$ cat config.mk
export PLATFORM = sky130hd
export DESIGN_NAME = bus_bridge
export DESIGN_NICKNAME = d
export VERILOG_FILES = /design/src/hw/soc_pkg.sv /design/src/hw/bus_bridge.sv
export SDC_FILE = /design/constraint.sdc
export NUM_CORES = 1
export LEC_CHECK = 0
export ABC_CLOCK_PERIOD_IN_PS = 2670
export BUFFER_PORTS_ARGS = -buffer_cell sky130_fd_sc_hd__buf_2
export CAP_MARGIN = 20
export CORE_ASPECT_RATIO = 0.5
export CORE_MARGIN = 4
export CORE_UTILIZATION = 42
export CTS_CLUSTER_DIAMETER = 80
export DETAILED_ROUTE_END_ITERATION = 8
export PLACE_DENSITY = 0.76
export RECOVER_POWER = 50
export REMOVE_ABC_BUFFERS = 1
export SLEW_MARGIN = 15
export SYNTH_ARGS = -nofsm -noshare
export SYNTH_HDL_FRONTEND = slang
export SYNTH_SLANG_ARGS = --single-unit
$ cat constraint.sdc
create_clock -name clk -period 2.67 [get_ports clk]
set_input_delay 0.4005 -clock clk [delete_from_list [all_inputs] [get_ports clk]]
set_output_delay 0.4005 -clock clk [all_outputs]
set_load 0.02 [all_outputs]
$ cat src/hw/soc_pkg.sv
package soc_pkg;

  ////////////////////////////////////////////////////////////
  // Bus and I/O widths
  ////////////////////////////////////////////////////////////

  // One bus word
  localparam int DATA_WIDTH = 32;
  // Byte address of an access
  localparam int ADDR_WIDTH = 16;
  // LED register and switch bank
  localparam int LED_WIDTH  = 10;

  ////////////////////////////////////////////////////////////
  // I/O address map
  ////////////////////////////////////////////////////////////

  // LEDs and switches
  localparam logic [ADDR_WIDTH-1:0] ADDR_LED  = 16'hC000;
  localparam logic [ADDR_WIDTH-1:0] ADDR_SW   = 16'hC001;
  // UART registers, low two bits pick the register
  localparam logic [ADDR_WIDTH-1:0] ADDR_DBUF = 16'hC004;
  localparam logic [ADDR_WIDTH-1:0] ADDR_SREG = 16'hC005;
  localparam logic [ADDR_WIDTH-1:0] ADDR_DBL  = 16'hC006;
  localparam logic [ADDR_WIDTH-1:0] ADDR_DBH  = 16'hC007;

  ////////////////////////////////////////////////////////////
  // Enumerations
  ////////////////////////////////////////////////////////////

  // Decode result of one access
  typedef enum logic [2:0] {MEM, LED, SW, UART, NONE} mmio_target_e;

  // UART register select, same order as the address low bits
  typedef enum logic [1:0] {DBUF = 2'd0, SREG = 2'd1, DBL = 2'd2, DBH = 2'd3} uart_reg_e;

  // Frame position of the transmitter and the receiver
  typedef enum logic [1:0] {IDLE, START, DATA, STOP} uart_state_e;

endpackage

$ cat src/hw/bus_bridge.sv
module bus_bridge (
  input  logic                           clk,
  input  logic                           rst_n,
  // External four-phase port
  input  logic                           req_i,
  input  logic [soc_pkg::ADDR_WIDTH-1:0] addr_i,
  input  logic [3:0]                     we_i,
  input  logic                           re_i,
  input  logic                           ldcr_i,
  input  logic [soc_pkg::DATA_WIDTH-1:0] wdata_i,
  output logic                           ack_o,
  output logic [soc_pkg::DATA_WIDTH-1:0] rdata_o,
  // Internal access strobe and fields
  output logic                           acc_o,
  output logic [soc_pkg::ADDR_WIDTH-1:0] acc_addr_o,
  output logic [3:0]                     acc_we_o,
  output logic                           acc_re_o,
  output logic                           acc_ldcr_o,
  output logic [soc_pkg::DATA_WIDTH-1:0] acc_wdata_o,
  input  logic [soc_pkg::DATA_WIDTH-1:0] rd_data_i
);
  import soc_pkg::*;

  typedef enum logic [1:0] {BR_IDLE, BR_ACCESS, BR_WAIT, BR_ACK} bridge_state_e;

  bridge_state_e state;

  // Strobe lasts exactly the access state
  assign acc_o = (state == BR_ACCESS);

  ////////////////////////////////////////////////////////////
  // Handshake FSM
  ////////////////////////////////////////////////////////////
  always_ff @(posedge clk or negedge rst_n) begin
    if (!rst_n) begin
      state      <= BR_IDLE;
      ack_o      <= 1'b0;
      acc_we_o   <= '0;
      acc_re_o   <= 1'b0;
      acc_ldcr_o <= 1'b0;
    end else begin
      case (state)
        // Edge 1, new request captured
        BR_IDLE: begin
          if (req_i) begin
            state      <= BR_ACCESS;
            acc_we_o   <= we_i;
            acc_re_o   <= re_i;
            acc_ldcr_o <= ldcr_i;
          end
        end
        // Edge 2, targets act on the strobe
        BR_ACCESS: state <= BR_WAIT;
        // Edge 3, read data taken and ack raised
        BR_WAIT: begin
          state <= BR_ACK;
          ack_o <= 1'b1;
        end
        // Hold until master lets go
        BR_ACK: begin
          if (!req_i) begin
            state <= BR_IDLE;
            ack_o <= 1'b0;
          end
        end
        default: state <= BR_IDLE;
      endcase
    end
  end

  // Payload path
  always_ff @(posedge clk) begin
    if (state == BR_IDLE && req_i) begin
      acc_addr_o  <= addr_i;
      acc_wdata_o <= wdata_i;
    end
    if (state == BR_WAIT)
      rdata_o <= rd_data_i;
  end

endmodule

==> metrics.csv <==
metric;value;unit
synthToLayoutAreaGrowth;44.62;%
yosysUniqueCellTypes;11;
synth_seq_cells;89;
core_area;0.006306;mm²
track_usage;15.45;%
crit_family;buffers and inverters;
rsz0062_at_grt;false;
antenna_found_initial;0;
num_rows;20;
total_power;4.437;mW
p_per_area;1082;mW/mm²
tritoncts;built;
leakage;1.693;nW
worstSetupStartpointType;flip-flop;
drt-total-wl;6.268;mm
cp.required;2.63;ns
vias;1718;
cts_htree_levels;3;
placed_area;0.003841;mm²
worstSkewPairLatency;0.32;ns
worst_pin_slew;0.5639;ns
min_path_type;in2reg;
drive_above_1_share;49.51;%
drt_iter0_markers;161;
cp_max_fo;48;
avgSynthCellArea;25.31;µm²
root_buffer;clkbuf_16;
grt_max_degree;49;
final_cells;395;
clock-sinks;89;
m1WireLength;2.032;mm
crit_type;reg2reg;
die-height;66.10;µm
fin_crit_sh;69.18;%
hpwl;4.946;mm
grt_pass1_wl;9.273;mm
first_pass_iters;4;
cp.arrival;1.81;ns
drc;0;
slowest_delay;0.47;ns
cp_cell_sequence;inv_1 > ha_1 > nand2_2 > clkinv_1 > buf_4;
finalSetupViolations;0;
vias_per_cell;4.349;
cts-buffers-inserted;9;
n_antenna_cell;0;
pre_cts_slack;0.8343;ns
syn_inst;112;
path_buf_inv;3;
ir_drop;0.6254;mV
wl_per_cell;15.87;µm
dieWidth;124.2;µm
cts_setup_buffers;0;
grt_pass1_vias;1810;
slew_headroom;62.41;%
finalInstanceArea;0.004100;mm²
yosys_warnings;0;
nets;397;
outcome;complete, no violations;
gr-total-overflow;0;
gp_congestion;0.8015;
die_area;0.008209;mm²
dr.max_layer_used;met4;
antenna_left;0;
met3_length;397;µm
clk_pin_slew;0.06;ns
netlist_area;0.002835;mm²
setup_tns;0;ns
start_util;44.96;%
io_pins;177;
clockBufferDepth;2;
hold_viol_final;0;
period_needed;1.847;ns
fmax;541.4;MHz
seq_area_frac_synth;92.67;%
dp_cells;378;
dr_wl_met2;3.727;mm
end_kind;flip-flop;
slew_violations;0;
io_buffers;176;
cp_slowest_cell;buf_4;
skew;0.002262;ns
layout_setup_ws;0.8229;ns
drv_cap;0;
-- worst paths after layout --
check	startpoint	to	slack, ns	cells past startpoint
hold reg to reg	acc_ldcr_o	acc_ldcr_o	0.50	1
hold / removal	wdata_i[19]	acc_wdata_o[19]	0.25	1
max in group asynchronous	rst_n	state[1]	1.77	2
setup reg to reg	state[0]	acc_wdata_o[10]	0.82	5
min in group asynchronous	rst_n	acc_we_o[1]	0.57	2
setup / recovery	state[0]	acc_wdata_o[10]	0.82	5
-- area by class of cell --
cell class / count / area [µm²]
Inverter: 3 / 11.26
Multi-Input combinational cell: 20 / 196.4
Tap cell: 88 / 110.1
Clock buffer: 12 / 236.5
Clock inverter: 4 / 67.56
Fill cell: 493 / 2206
Timing Repair Buffer: 179 / 850.8
Sequential cell: 89 / 2628
-- cell families (layout without fill, tap and decap cells) --
kind of cell / after synthesis / count (layout) / synth area share, %
flip-flops: 89 / 89 / 92.67
multiplexers: 9 / 9 / 3.486
adder cells (fa/ha/maj): 6 / 6 / 2.648
AND/OR/NAND/NOR: 4 / 4 / 0.6179
buffers and inverters: 3 / 198 / 0.3971
AO/OA/AOI/OAI: 1 / 1 / 0.1764
-- metrics by stage --
step                hold WS (ns)  util [%]
finish                    0.2507     65.02
global placement          0.2536     60.91
floorplan                 0.1049         -
detailed placement        0.2610     60.91
CTS                       0.2390     65.89
global route              0.2348     65.02
-- routing by layer --
layer / vias up / GRT usage (%)
met4: 0 / 6.276
met1: 836 / 15.45
met3: 11 / 4.530
met5: - / 0
met2: 61 / 30.04
li1: 810 / -
-- report_power, final --
group	switching (mW)	total (mW)	internal [mW]	leakage, nW
registers	0.104	2.06	1.96	0.847
logic	0.795	1.12	0.321	0.700
clock network	0.447	1.26	0.814	0.146
-- placed cells by master, fill, tap and decap left out, drive strengths merged --
master / synthesis / layout
dlygate4sd3: 0 / 1
clkinv: 0 / 3
inv: 3 / 2
nand2: 2 / 2
edfxtp: 80 / 80
mux2i: 2 / 2
nor2: 2 / 2
mux2: 7 / 7
bufinv: 0 / 2
dfrtp: 9 / 9
clkbuf: 0 / 56
buf: 0 / 134
o21ai: 1 / 1
ha: 6 / 6
-- what timing repair did --
item	CTS	global route
gates resized for setup	0	0
endpoints found under the hold margin	9	0
hold buffers	1	0
-- registers in the layout, summed over array words and instances, names as in the netlist --
signal and flops:
acc_wdata_o 32, rdata_o 32, acc_addr_o 16, acc_we_o 4
state 2, acc_ldcr_o 1, acc_re_o 1, ack_o 1
-- synthesized netlist by cell type, drive strengths merged --
cell type,number,area [µm²]
mux2i,2,20.02
edfxtp,80,2402
o21ai,1,5.000
mux2,7,78.82
nand2,2,10.01
nor2,2,7.510
inv,3,11.26
dfrtp,9,225.2
ha,6,75.07
-- worst reg2reg max path: stages, from the launching register on --
cell and delay (ns):
dfrtp_1 0.41, inv_1 0.17, ha_1 0.22, nand2_2 0.13
clkinv_1 0.07, buf_4 0.47
(Power assumes the default switching activity.)
