===== src/hw/soc_pkg.sv =====
package soc_pkg;

  ////////////////////////////////////////////////////////////
  // Bus and I/O widths
  ////////////////////////////////////////////////////////////

  // One bus word
  localparam int DATA_WIDTH = 32;
  // Byte address of an access
  localparam int ADDR_WIDTH = 16;
  // LED register and switch bank
  localparam int LED_WIDTH  = 10;

  ////////////////////////////////////////////////////////////
  // I/O address map
  ////////////////////////////////////////////////////////////

  // LEDs and switches
  localparam logic [ADDR_WIDTH-1:0] ADDR_LED  = 16'hC000;
  localparam logic [ADDR_WIDTH-1:0] ADDR_SW   = 16'hC001;
  // UART registers, low two bits pick the register
  localparam logic [ADDR_WIDTH-1:0] ADDR_DBUF = 16'hC004;
  localparam logic [ADDR_WIDTH-1:0] ADDR_SREG = 16'hC005;
  localparam logic [ADDR_WIDTH-1:0] ADDR_DBL  = 16'hC006;
  localparam logic [ADDR_WIDTH-1:0] ADDR_DBH  = 16'hC007;

  ////////////////////////////////////////////////////////////
  // Enumerations
  ////////////////////////////////////////////////////////////

  // Decode result of one access
  typedef enum logic [2:0] {MEM, LED, SW, UART, NONE} mmio_target_e;

  // UART register select, same order as the address low bits
  typedef enum logic [1:0] {DBUF = 2'd0, SREG = 2'd1, DBL = 2'd2, DBH = 2'd3} uart_reg_e;

  // Frame position of the transmitter and the receiver
  typedef enum logic [1:0] {IDLE, START, DATA, STOP} uart_state_e;

endpackage


===== src/hw/addr_map.sv =====
module addr_map #(
  parameter int IMEM_DEPTH = 4,
  parameter int DMEM_DEPTH = 8
) (
  input  logic                           clk,
  input  logic                           rst_n,
  // Access from the bridge
  input  logic                           acc_i,
  input  logic [soc_pkg::ADDR_WIDTH-1:0] addr_i,
  input  logic [3:0]                     we_i,
  input  logic                           re_i,
  input  logic                           ldcr_i,
  input  logic [soc_pkg::DATA_WIDTH-1:0] wdata_i,
  output logic [soc_pkg::DATA_WIDTH-1:0] rd_data_o,
  // Memory side
  output logic [3:0]                     mem_we_o,
  output logic [DMEM_DEPTH-1:0]          mem_addr_o,
  output logic [soc_pkg::DATA_WIDTH-1:0] mem_wdata_o,
  input  logic [soc_pkg::DATA_WIDTH-1:0] mem_rdata_i,
  output logic [IMEM_DEPTH-1:0]          imem_daddr_o,
  input  logic [soc_pkg::DATA_WIDTH-1:0] imem_data_i,
  // UART side
  output logic                           uart_cs_o,
  output logic                           uart_wr_o,
  output soc_pkg::uart_reg_e             uart_sel_o,
  output logic [7:0]                     uart_wdata_o,
  input  logic [7:0]                     uart_rdata_i,
  // I/O side
  input  logic [soc_pkg::LED_WIDTH-1:0]  sw_i,
  output logic [soc_pkg::LED_WIDTH-1:0]  ledr_o
);
  import soc_pkg::*;

  mmio_target_e         target;
  mmio_target_e         target_q;
  logic                 ldcr_q;
  logic                 any_we;
  logic [LED_WIDTH-1:0] led_q;

  ////////////////////////////////////////////////////////////
  // Address decode
  ////////////////////////////////////////////////////////////
  always_comb begin
    // Physical memory when top three bits are clear
    if (addr_i[ADDR_WIDTH-1 -: 3] == 3'b000) begin
      target = MEM;
    end else begin
      case (addr_i)
        ADDR_LED:  target = LED;
        ADDR_SW:   target = SW;
        ADDR_DBUF,
        ADDR_SREG,
        ADDR_DBL,
        ADDR_DBH:  target = UART;
        default:   target = NONE;
      endcase
    end
  end

  assign any_we = |we_i;

  // Data memory, lanes only on the strobe
  assign mem_we_o     = (acc_i && target == MEM) ? we_i : 4'b0000;
  assign mem_addr_o   = addr_i[DMEM_DEPTH+1:2];
  // Big-endian byte order in the array
  assign mem_wdata_o  = {wdata_i[7:0], wdata_i[15:8], wdata_i[23:16], wdata_i[31:24]};
  // Word index for instruction data reads
  assign imem_daddr_o = addr_i[IMEM_DEPTH+1:2];

  // UART select follows the address low bits
  assign uart_cs_o    = acc_i && target == UART && (any_we || re_i);
  assign uart_wr_o    = any_we;
  assign uart_sel_o   = uart_reg_e'(addr_i[1:0]);
  assign uart_wdata_o = wdata_i[7:0];

  ////////////////////////////////////////////////////////////
  // LED register and read target
  ////////////////////////////////////////////////////////////
  always_ff @(posedge clk or negedge rst_n) begin
    if (!rst_n) begin
      led_q    <= '0;
      target_q <= NONE;
      ldcr_q   <= 1'b0;
    end else if (acc_i) begin
      // Any lane counts as a write
      if (target == LED && any_we)
        led_q <= wdata_i[LED_WIDTH-1:0];
      // Source for the read one cycle later
      target_q <= target;
      ldcr_q   <= ldcr_i;
    end
  end

  assign ledr_o = led_q;

  // Read mux, memories already registered
  always_comb begin
    case (target_q)
      MEM:     rd_data_o = ldcr_q ? imem_data_i : mem_rdata_i;
      SW:      rd_data_o = {{(DATA_WIDTH-LED_WIDTH){1'b0}}, sw_i};
      UART:    rd_data_o = {{(DATA_WIDTH-8){1'b0}}, uart_rdata_i};
      // LED readback and unmapped space
      default: rd_data_o = '0;
    endcase
  end

endmodule


===== config.mk =====
export PLATFORM = sky130hd
export DESIGN_NAME = addr_map
export DESIGN_NICKNAME = d
export VERILOG_FILES = /design/src/hw/soc_pkg.sv /design/src/hw/addr_map.sv
export SDC_FILE = /design/constraint.sdc
export NUM_CORES = 1
export LEC_CHECK = 0
export ABC_CLOCK_PERIOD_IN_PS = 3700
export BUFFER_PORTS_ARGS = -buffer_cell sky130_fd_sc_hd__buf_2
export CORE_AREA = 4 4 93 95
export DETAILED_ROUTE_END_ITERATION = 10
export DIE_AREA = 0 0 97 99
export PLACE_DENSITY = 0.74
export SLEW_MARGIN = 10
export SYNTH_ARGS = -nofsm -noshare
export SYNTH_HDL_FRONTEND = slang
export SYNTH_SLANG_ARGS = --single-unit

===== constraint.sdc =====
create_clock -name clk -period 3.7 [get_ports clk]
set_input_delay 0.185 -clock clk [delete_from_list [all_inputs] [get_ports clk]]
set_output_delay 0.185 -clock clk [all_outputs]
set_load 0.02 [all_outputs]

==> impl_metrics.env <==
export IMPL_dr_pass1_iters=4
export IMPL_grt_antenna_before_repair=0
export IMPL_status="finished clean"
export IMPL_grt_pass1_wl_um=9270
export IMPL_area_delta_synth_final_pct=40.3
export IMPL_viasPerCell=4.28
export IMPL_final_common_cell="buf_2"
export IMPL_globalRouteOverflowTotal=0
export IMPL_htreeDepth=1
export IMPL_setup_viol=0
export IMPL_drtIter0Drc=21
export IMPL_drv_cap=0
export IMPL_fmax_mhz=462
export IMPL_num_rows=32
export IMPL_worst_clock_skew_ns=0
export IMPL_critical_path_startpoint_type="flop"
export IMPL_synth_top_cell_area_share_pct=22.4
export IMPL_synthTopCellsByArea="buf_4 22%, dfrtp_1 18%, mux2i_1 18%"
export IMPL_antenna_left=0
export IMPL_grt_max_degree=34
export IMPL_slowest_delay_ns=0.73
export IMPL_vias=1927
export IMPL_tightest_slew_ns=0.849
export IMPL_cts_sinks=14
export IMPL_fp_dieH_um=99
export IMPL_port_buffer_count=196
export IMPL_met2_usage_pct=21.4
export IMPL_design_core_area_um2=7730
export IMPL_worst_hold_path_type="in2reg"
export IMPL_finalPower_mw=0.588
export IMPL_peakVddDrop_v=0.000116
export IMPL_drcViolationCount=0
export IMPL_grt_busiest_layer="met2"
export IMPL_dieArea_um2=9600
export IMPL_rsz0062_at_grt="no"
export IMPL_crit_path_end_kind="primary output"
export IMPL_routedWlPerCell_um=13.3
export IMPL_slew_viol_final=0
export IMPL_die_x_um=97
export IMPL_setup_ws_ns=1.53
export IMPL_clk_path_buf_depth=2
export IMPL_grt_use_met1_pct=11.9
export IMPL_antenna_cells=0
export IMPL_synth_edf_count=0
export IMPL_drive_gt1_share_pct=64.7
export IMPL_synth_top_area_cell="buf_4"
export IMPL_synthCells=210
export IMPL_path_class="reg2out"
export IMPL_detailedPlace_worstSlack_ns=1.78
export IMPL_numCtsBuffers=3
export IMPL_start_util_pct=23.4
export IMPL_finalNonFillerCells=450
export IMPL_fin_setup_tns_ns=0
export IMPL_layout_common_cells="196 x buf_2, 46 x nor2_1, 32 x mux2i_1"
export IMPL_ctsResizeCount=0
export IMPL_first_global_vias=2017
export IMPL_ys_warn_count=0
export IMPL_clk_pin_slew_ns=0.06
export IMPL_power_density_nw_per_um2=232
export IMPL_cts_tree="built"
export IMPL_path_max_fanout=22
export IMPL_synth_area_um2=1810
export IMPL_synth_top_flop_cell="dfrtp_1"
export IMPL_place_inst=445
export IMPL_gp_congestion=0.834
export IMPL_relSlewSlack_pct=43.4
export IMPL_dp_hpwl_um=5140
export IMPL_synthArstFlopShare_pct=100
export IMPL_cp_required_ns=3.51
export IMPL_boundaryPins=241
export IMPL_grt_util_all_layers_pct=11.3
export IMPL_worstPathCellList="or3_1 -> nor2_1 -> buf_2"
export IMPL_hold_slack_ns=0.177
export IMPL_period_share_pct=58.5
export IMPL_ys_types=27
export IMPL_slowest_stage="or3_1"
export IMPL_leakage_nw=1.51
export IMPL_hold_violations=0
export IMPL_cp_arrival_ns=1.98
export IMPL_met3_usage_pct=3.96
export IMPL_synth_seq_cells=14
export IMPL_final_net_count=488
export IMPL_synth_nets=349
export IMPL_final_min_clock_period_ns=2.17
export IMPL_ctsRootBufferMaster="clkbuf_8"
export IMPL_wl_um=5990
export IMPL_synth_area_per_cell_um2=8.61
export IMPL_synth_seq_area_share_pct=19.4
export IMPL_clkLatencyLatePin_ns=0.24
-- final timing paths --
kind | from | end | slack [ns] | cells after the start
setup / recovery | target_q[0] | rd_data_o[28] | 1.53 | 3
hold / removal | ldcr_i | ldcr_q | 0.18 | 2
setup reg to reg | ldcr_q | ldcr_q | 2.44 | 1
hold reg to reg | ledr_o[6] | ledr_o[6] | 0.51 | 1
max in group asynchronous | rst_n | target_q[2] | 3.03 | 2
min in group asynchronous | rst_n | ledr_o[8] | 0.37 | 2
-- metrics by stage --
| step | instance area, um^2 | util (%) |
|---|---|---|
| 4_1_cts | 2540 | 32.8 |
| 2_1_floorplan | 1810 | - |
| 3_3_place_gp | 2470 | 32.0 |
| 3_5_place_dp | 2470 | 32.0 |
| 5_1_grt | 2540 | 32.8 |
| 6_report | 2540 | 32.8 |
-- area by class of cell --
class | count | area (um^2)
timing repair buffer | 197 | 991
clock buffer | 4 | 55.1
fill | 814 | 5190
inverter | 3 | 11.3
tap | 102 | 128
multi-input combinational | 130 | 1000
sequential | 14 | 353
-- state kept, by name (all words and copies together), names as in the netlist --
name,flops
ledr_o,10
target_q,3
ldcr_q,1
-- power breakdown --
part,switching (mW),internal (mW),total (mW)
combinational,0.142,0.122,0.263
sequential,0.0191,0.156,0.175
clock,0.0558,0.0942,0.150
total,0.216,0.372,0.588
-- worst max-delay path: cells and delay by family, from the launching register on --
family | cells | cell delay [ns]
buffers and inverters | 1 | 0.19
flip-flops | 1 | 0.59
AND/OR/NAND/NOR | 2 | 0.96
-- per-layer routing --
metal | wire length [um] | vias up
met5 | 0 | -
met4 | 68 | 0
met3 | 739 | 6
met2 | 2970 | 134
met1 | 2210 | 855
li1 | - | 932
-- repair_timing --
action,CTS,global route
endpoints found under the setup margin,0,0
setup buffers,0,0
hold buffers,1,0
hold endpoints to repair,13,0
-- synthesized netlist by cell type, types with 2 or more instances --
master / n
buf_4: 54
nor2_1: 46
mux2i_1: 32
dfrtp_1: 13
a21oi_1: 11
mux2_4: 10
mux2_2: 7
buf_2: 5
clkbuf_1: 4
nor3_1: 4
and3_1: 3
mux2_1: 3
inv_1: 2
nand4_4: 2
o22ai_1: 2
-- kinds of logic after synthesis --
family / share of synthesized area (%)
DFF: 19.4
AOI/OAI and AO/OA: 4.43
muxes: 32.2
and+or+nand+nor: 18.6
buffers and inverters: 25.3
(Power assumes the default switching activity.)
