**config.mk**
```make
export PLATFORM = sky130hd
export DESIGN_NAME = uart_port
export DESIGN_NICKNAME = d
export VERILOG_FILES = /design/src/hw/soc_pkg.sv /design/src/hw/uart_port.sv
export SDC_FILE = /design/constraint.sdc
export NUM_CORES = 1
export LEC_CHECK = 0
export BUFFER_PORTS_ARGS = -buffer_cell sky130_fd_sc_hd__buf_2
export CORE_ASPECT_RATIO = 1.1
export CORE_MARGIN = 5
export CORE_UTILIZATION = 56
export DETAILED_ROUTE_END_ITERATION = 8
export HOLD_SLACK_MARGIN = 0.06
export PLACE_DENSITY = 0.7
export SLEW_MARGIN = 20
export SYNTH_ARGS = -nofsm -noshare
export SYNTH_HDL_FRONTEND = slang
export SYNTH_SLANG_ARGS = --single-unit
```
**constraint.sdc**
```tcl
create_clock -name clk -period 5.2 [get_ports clk]
set_input_delay 0.26 -clock clk [delete_from_list [all_inputs] [get_ports clk]]
set_output_delay 0.26 -clock clk [all_outputs]
set_load 0.01 [all_outputs]
```
**src/hw/soc_pkg.sv**
```systemverilog
package soc_pkg;

  ////////////////////////////////////////////////////////////
  // Bus and I/O widths
  ////////////////////////////////////////////////////////////

  // One bus word
  localparam int DATA_WIDTH = 32;
  // Byte address of an access
  localparam int ADDR_WIDTH = 16;
  // LED register and switch bank
  localparam int LED_WIDTH  = 10;

  ////////////////////////////////////////////////////////////
  // I/O address map
  ////////////////////////////////////////////////////////////

  // LEDs and switches
  localparam logic [ADDR_WIDTH-1:0] ADDR_LED  = 16'hC000;
  localparam logic [ADDR_WIDTH-1:0] ADDR_SW   = 16'hC001;
  // UART registers, low two bits pick the register
  localparam logic [ADDR_WIDTH-1:0] ADDR_DBUF = 16'hC004;
  localparam logic [ADDR_WIDTH-1:0] ADDR_SREG = 16'hC005;
  localparam logic [ADDR_WIDTH-1:0] ADDR_DBL  = 16'hC006;
  localparam logic [ADDR_WIDTH-1:0] ADDR_DBH  = 16'hC007;

  ////////////////////////////////////////////////////////////
  // Enumerations
  ////////////////////////////////////////////////////////////

  // Decode result of one access
  typedef enum logic [2:0] {MEM, LED, SW, UART, NONE} mmio_target_e;

  // UART register select, same order as the address low bits
  typedef enum logic [1:0] {DBUF = 2'd0, SREG = 2'd1, DBL = 2'd2, DBH = 2'd3} uart_reg_e;

  // Frame position of the transmitter and the receiver
  typedef enum logic [1:0] {IDLE, START, DATA, STOP} uart_state_e;

endpackage

```
**src/hw/uart_port.sv**
```systemverilog
module uart_port #(
  parameter int BAUD_RESET = 8
) (
  input  logic               clk,
  input  logic               rst_n,
  // Register access
  input  logic               cs_i,
  input  logic               wr_i,
  input  soc_pkg::uart_reg_e sel_i,
  input  logic [7:0]         wdata_i,
  output logic [7:0]         rdata_o,
  // Serial lines
  input  logic               rx_i,
  output logic               tx_o
);
  import soc_pkg::*;

  logic [15:0] divisor;
  // Transmitter
  uart_state_e tx_state;
  logic [15:0] tx_cnt;
  logic [2:0]  tx_bit;
  logic [7:0]  tx_shift;
  logic        tx_tick;
  logic        tx_load;
  logic        tx_ready;
  // Receiver
  logic        rx_meta;
  logic        rx_sync;
  uart_state_e rx_state;
  logic [15:0] rx_cnt;
  logic [2:0]  rx_bit;
  logic [7:0]  rx_shift;
  logic [7:0]  rx_buf;
  logic        rx_full;
  logic        rx_tick;
  logic        rx_mid;
  logic        rx_take;

  assign tx_ready = (tx_state == IDLE);
  // Buffer write while busy is dropped
  assign tx_load  = cs_i && wr_i && sel_i == DBUF && tx_ready;
  assign tx_tick  = (tx_cnt == divisor - 16'd1);
  assign rx_tick  = (rx_cnt == divisor - 16'd1);
  assign rx_mid   = (rx_cnt == {1'b0, divisor[15:1]});
  assign rx_take  = cs_i && !wr_i && sel_i == DBUF;

  // Baud divisor, written by halves
  always_ff @(posedge clk or negedge rst_n) begin
    if (!rst_n)
      divisor <= 16'(BAUD_RESET);
    else if (cs_i && wr_i && sel_i == DBL)
      divisor[7:0] <= wdata_i;
    else if (cs_i && wr_i && sel_i == DBH)
      divisor[15:8] <= wdata_i;
  end

  ////////////////////////////////////////////////////////////
  // Transmitter, 8N1 with LSB first
  ////////////////////////////////////////////////////////////
  always_ff @(posedge clk or negedge rst_n) begin
    if (!rst_n) begin
      tx_state <= IDLE;
      tx_cnt   <= '0;
      tx_bit   <= '0;
      tx_shift <= '0;
      tx_o     <= 1'b1;
    end else begin
      tx_cnt <= tx_tick ? 16'd0 : tx_cnt + 16'd1;
      case (tx_state)
        IDLE: begin
          tx_cnt <= '0;
          // Start bit goes out right away
          if (tx_load) begin
            tx_state <= START;
            tx_shift <= wdata_i;
            tx_o     <= 1'b0;
          end
        end
        START: begin
          if (tx_tick) begin
            tx_state <= DATA;
            tx_bit   <= '0;
            tx_o     <= tx_shift[0];
            tx_shift <= tx_shift >> 1;
          end
        end
        DATA: begin
          if (tx_tick) begin
            if (tx_bit == 3'd7) begin
              tx_state <= STOP;
              tx_o     <= 1'b1;
            end else begin
              tx_bit   <= tx_bit + 3'd1;
              tx_o     <= tx_shift[0];
              tx_shift <= tx_shift >> 1;
            end
          end
        end
        STOP: if (tx_tick) tx_state <= IDLE;
        default: tx_state <= IDLE;
      endcase
    end
  end

  ////////////////////////////////////////////////////////////
  // Receiver
  ////////////////////////////////////////////////////////////
  always_ff @(posedge clk or negedge rst_n) begin
    if (!rst_n) begin
      rx_meta  <= 1'b1;
      rx_sync  <= 1'b1;
      rx_state <= IDLE;
      rx_cnt   <= '0;
      rx_bit   <= '0;
      rx_shift <= '0;
      rx_buf   <= '0;
      rx_full  <= 1'b0;
    end else begin
      // Two-flop synchronizer
      rx_meta <= rx_i;
      rx_sync <= rx_meta;
      rx_cnt  <= rx_tick ? 16'd0 : rx_cnt + 16'd1;
      // Reading the buffer empties it
      if (rx_take)
        rx_full <= 1'b0;
      case (rx_state)
        IDLE: begin
          rx_cnt <= '0;
          if (!rx_sync)
            rx_state <= START;
        end
        // Half a bit in, start bit must still be low
        START: begin
          if (rx_mid) begin
            rx_cnt   <= '0;
            rx_bit   <= '0;
            rx_state <= rx_sync ? IDLE : DATA;
          end
        end
        DATA: begin
          if (rx_tick) begin
            rx_shift <= {rx_sync, rx_shift[7:1]};
            rx_bit   <= rx_bit + 3'd1;
            if (rx_bit == 3'd7)
              rx_state <= STOP;
          end
        end
        // Valid stop bit loads the buffer, overwriting an unread byte
        STOP: begin
          if (rx_tick) begin
            rx_state <= IDLE;
            if (rx_sync) begin
              rx_buf  <= rx_shift;
              rx_full <= 1'b1;
            end
          end
        end
        default: rx_state <= IDLE;
      endcase
    end
  end

  // Read data registered at the strobe edge
  always_ff @(posedge clk) begin
    if (cs_i && !wr_i) begin
      case (sel_i)
        DBUF:    rdata_o <= rx_buf;
        SREG:    rdata_o <= {6'b0, rx_full, tx_ready};
        DBL:     rdata_o <= divisor[7:0];
        default: rdata_o <= divisor[15:8];
      endcase
    end
  end

endmodule

```
==> results.cfg <==
[clocking]
insertion_delay_ns = 0.38
htreeDepth = 3
max-clock-path-buffers = 2
cts_setup_buffers = 0
cts_made_buffers = 9
cts_sinks = 94
cts_tree = yes
root_buffer = clkbuf_8
clkTransAtPathRegs_ns = 0.09

[grt]
antenna_found_initial = 0
overflow = 0
grt_pass1_wl_mm = 21.1
grt_pass1_vias = 3967
grt_usage = 0.221
grt_max_degree = 87

[setup_path]
crit_slowest_cell = or4b_2
cp_max_fo = 9
required_ns = 5.48
rr_worst_depth = 10
path_class = flop to flop
rr_startpoint = divisor[0]
rrSetupSlack_ns = 1.01
rr_endpoint = tx_shift[0]
start_kind = flop
arrival_ns = 4.46
critPathMaxStageDelay_ns = 0.66
crit_chain = inv_1, ha_1, or4b_2, nor3_1, xnor2_1, o211ai_1, nor4_1, nand3b_1, a211oi_4, mux2_2
end_kind = flop

[drt]
drc = 0
firstDrtPassIters = 5
vias_per_cell = 6.12
via_count = 4131
routed.top_layer = met4
routed_wl_mm = 12.8
met2_wirelength_mm = 6.08
ant_nets = 0
wl_met1_mm = 5.77
drt_iter0_markers = 295
wl_met3_um = 572
wl_per_cell_um = 19.0

[die]
fp.coreArea_mm2 = 0.00994
die-area_mm2 = 0.0124
io_pins = 24
initial_core_util = 0.576
die_x_um = 106
num_rows = 38
dieHeight_um = 116

[timing]
hold_violations = 0
setup_viol_count_final = 0
max_freq_mhz = 239
post-route-period-util = 0.805
holdWs_ns = 0.144
slew_violations = 0
setup_ws_ns = 1.01
tns_ns = 0
rsz0062_at_grt = no
tightest_slew_ns = 0.801
fin_worst_skew_ns = 0.0135
fin_crit_ns = 4.19
maxSlewHeadroom = 0.462

[synth]
synthAdderAreaFrac = 0.0262
synth-simple-area-share = 0.178
ys_seq_area_frac = 0.419
synth_compound_area_frac = 0.0767
async_flop_share = 0.915
yosys_warnings = 0
synth_xor_area_frac = 0.133
avgSynthCellArea_um2 = 10.4
syn-num-nets = 579
synth_top_family_by_area = simple AND/OR/NAND/NOR gates
ys_dominant_reg_cell = dfrtp_1
synth_edf_count = 8
synthMuxAreaShare = 0.130
ys_types = 68
syn_area_mm2 = 0.00573
synthCells = 552
synth-seq-cells = 94

[place]
io_buffers = 23
gp_congestion = 0.924
dp_slack_ns = 1.11
dp_hpwl_mm = 9.16

[final_layout]
drive_gt1_frac = 0.195
final_cell_mix = dfrtp_1, nor2_1, mux2_2
layout_commonest_cell = dfrtp_1
fillers = 804
final_util = 0.610
nets = 577
diodes = 0
areaGrowthSynthToFinish_pct = 5.77

[worst_hold_path]
hp-start = wdata_i[5]
min_path_type = primary input to flop
whs_endpoint = divisor[13]
hold_depth = 2

[pwr]
p_leak_nw = 2.63
peakVddDrop_mv = 0.368
p_per_area_mw_per_mm2 = 401

[run_status]
status = finished clean

[run]
drv_cap = 0
-- registers in the layout, summed over array words and instances, names as in the netlist, 2 cells and up, named ones only --
register,flops
divisor,16
rdata_o,8
rx_bit,3
rx_buf,8
rx_cnt,16
rx_shift,8
tx_bit,3
tx_cnt,16
tx_shift,8
tx_state,2
-- critical path, delay by kind of cell, from the launching register on --
| family | cells | cell delay (ns) |
|---|---|---|
| compound gates | 2 | 0.67 |
| xor+xnor | 1 | 0.18 |
| fa+ha+maj | 1 | 0.34 |
| buf+inv | 1 | 0.09 |
| flops | 1 | 0.47 |
| mux | 1 | 0.39 |
| simple gates | 4 | 1.93 |
-- how the worst max path moves through the flow --
| stage | from | endpoint | slack, ns | cells after the start |
|---|---|---|---|---|
| after global routing | divisor[0] | tx_shift[2] | 0.78 | 10 |
| final | divisor[0] | tx_shift[0] | 1.01 | 10 |
| after CTS | divisor[0] | tx_shift[0] | 1.07 | 10 |
| after global placement | divisor[0] | tx_shift[2] | 1.26 | 10 |
| after detailed placement | divisor[0] | tx_shift[7] | 1.11 | 10 |
| after floorplan | divisor[0] | tx_shift[0] | 1.41 | 12 |
-- final cells by class --
type	count	area, um^2	share of cell area
Multi-Input combinational cell	406	3120	0.515
Sequential cell	94	2400	0.396
Tap cell	120	150	0.0248
Timing Repair Buffer	25	141	0.0233
Clock buffer	10	128	0.0211
Clock inverter	6	70.1	0.0116
Inverter	14	52.6	0.00868
-- where the power goes --
part	switching, mW	total [mW]	internal [mW]
clock	0.269	0.495	0.226
combinational	0.439	0.857	0.418
sequential	0.214	1.08	0.864
total	0.922	2.43	1.51
-- repair_timing --
| item | 4_1_cts | 5_1_grt |
|---|---|---|
| endpoints found under the hold margin | 1 | 82 |
| hold buffers | 1 | 1 |
| resized for setup | 0 | 0 |
-- per-stage QoR --
step	instances	total power, mW	area (um^2)
after floorplan	552	1.74	5730
after global placement	657	1.91	5840
after detailed placement	657	1.94	5840
after CTS	674	2.44	6040
after global routing	675	2.58	6060
final	675	2.43	6060
-- cell usage after synthesis, types with 9 or more instances --
master    number  area, um^2
dfrtp_1       82        2050
nor2_1        55         206
mux2_2        44         495
xnor2_1       41         359
xor2_1        41         359
clkbuf_1      28         105
nand2_1       27         101
nand3_1       25         125
inv_1         14        52.6
o21ai_0       13        65.1
ha_1          12         150
nor4_1        11        68.8
a22o_1         9        78.8
and3_1         9        56.3
nand4_1        9        56.3
-- per-layer routing --
layer  vias to the layer above  GRT usage
li1                       1942          -
met1                      2023      0.296
met2                       132      0.355
met3                        34     0.0334
met4                         0      0.108
met5                         -          0
-- kinds of logic (layout without fill, tap and decap cells) --
kind of cell,count (synthesis),in the layout
and+or+nand+nor,188,188
DFF,94,94
xor gates and xnor gates,84,84
AOI/OAI and AO/OA,60,60
adders and majority gates,12,12
buffers and inverters,52,55
muxes,62,62
Power figures use the tool's default switching activity.
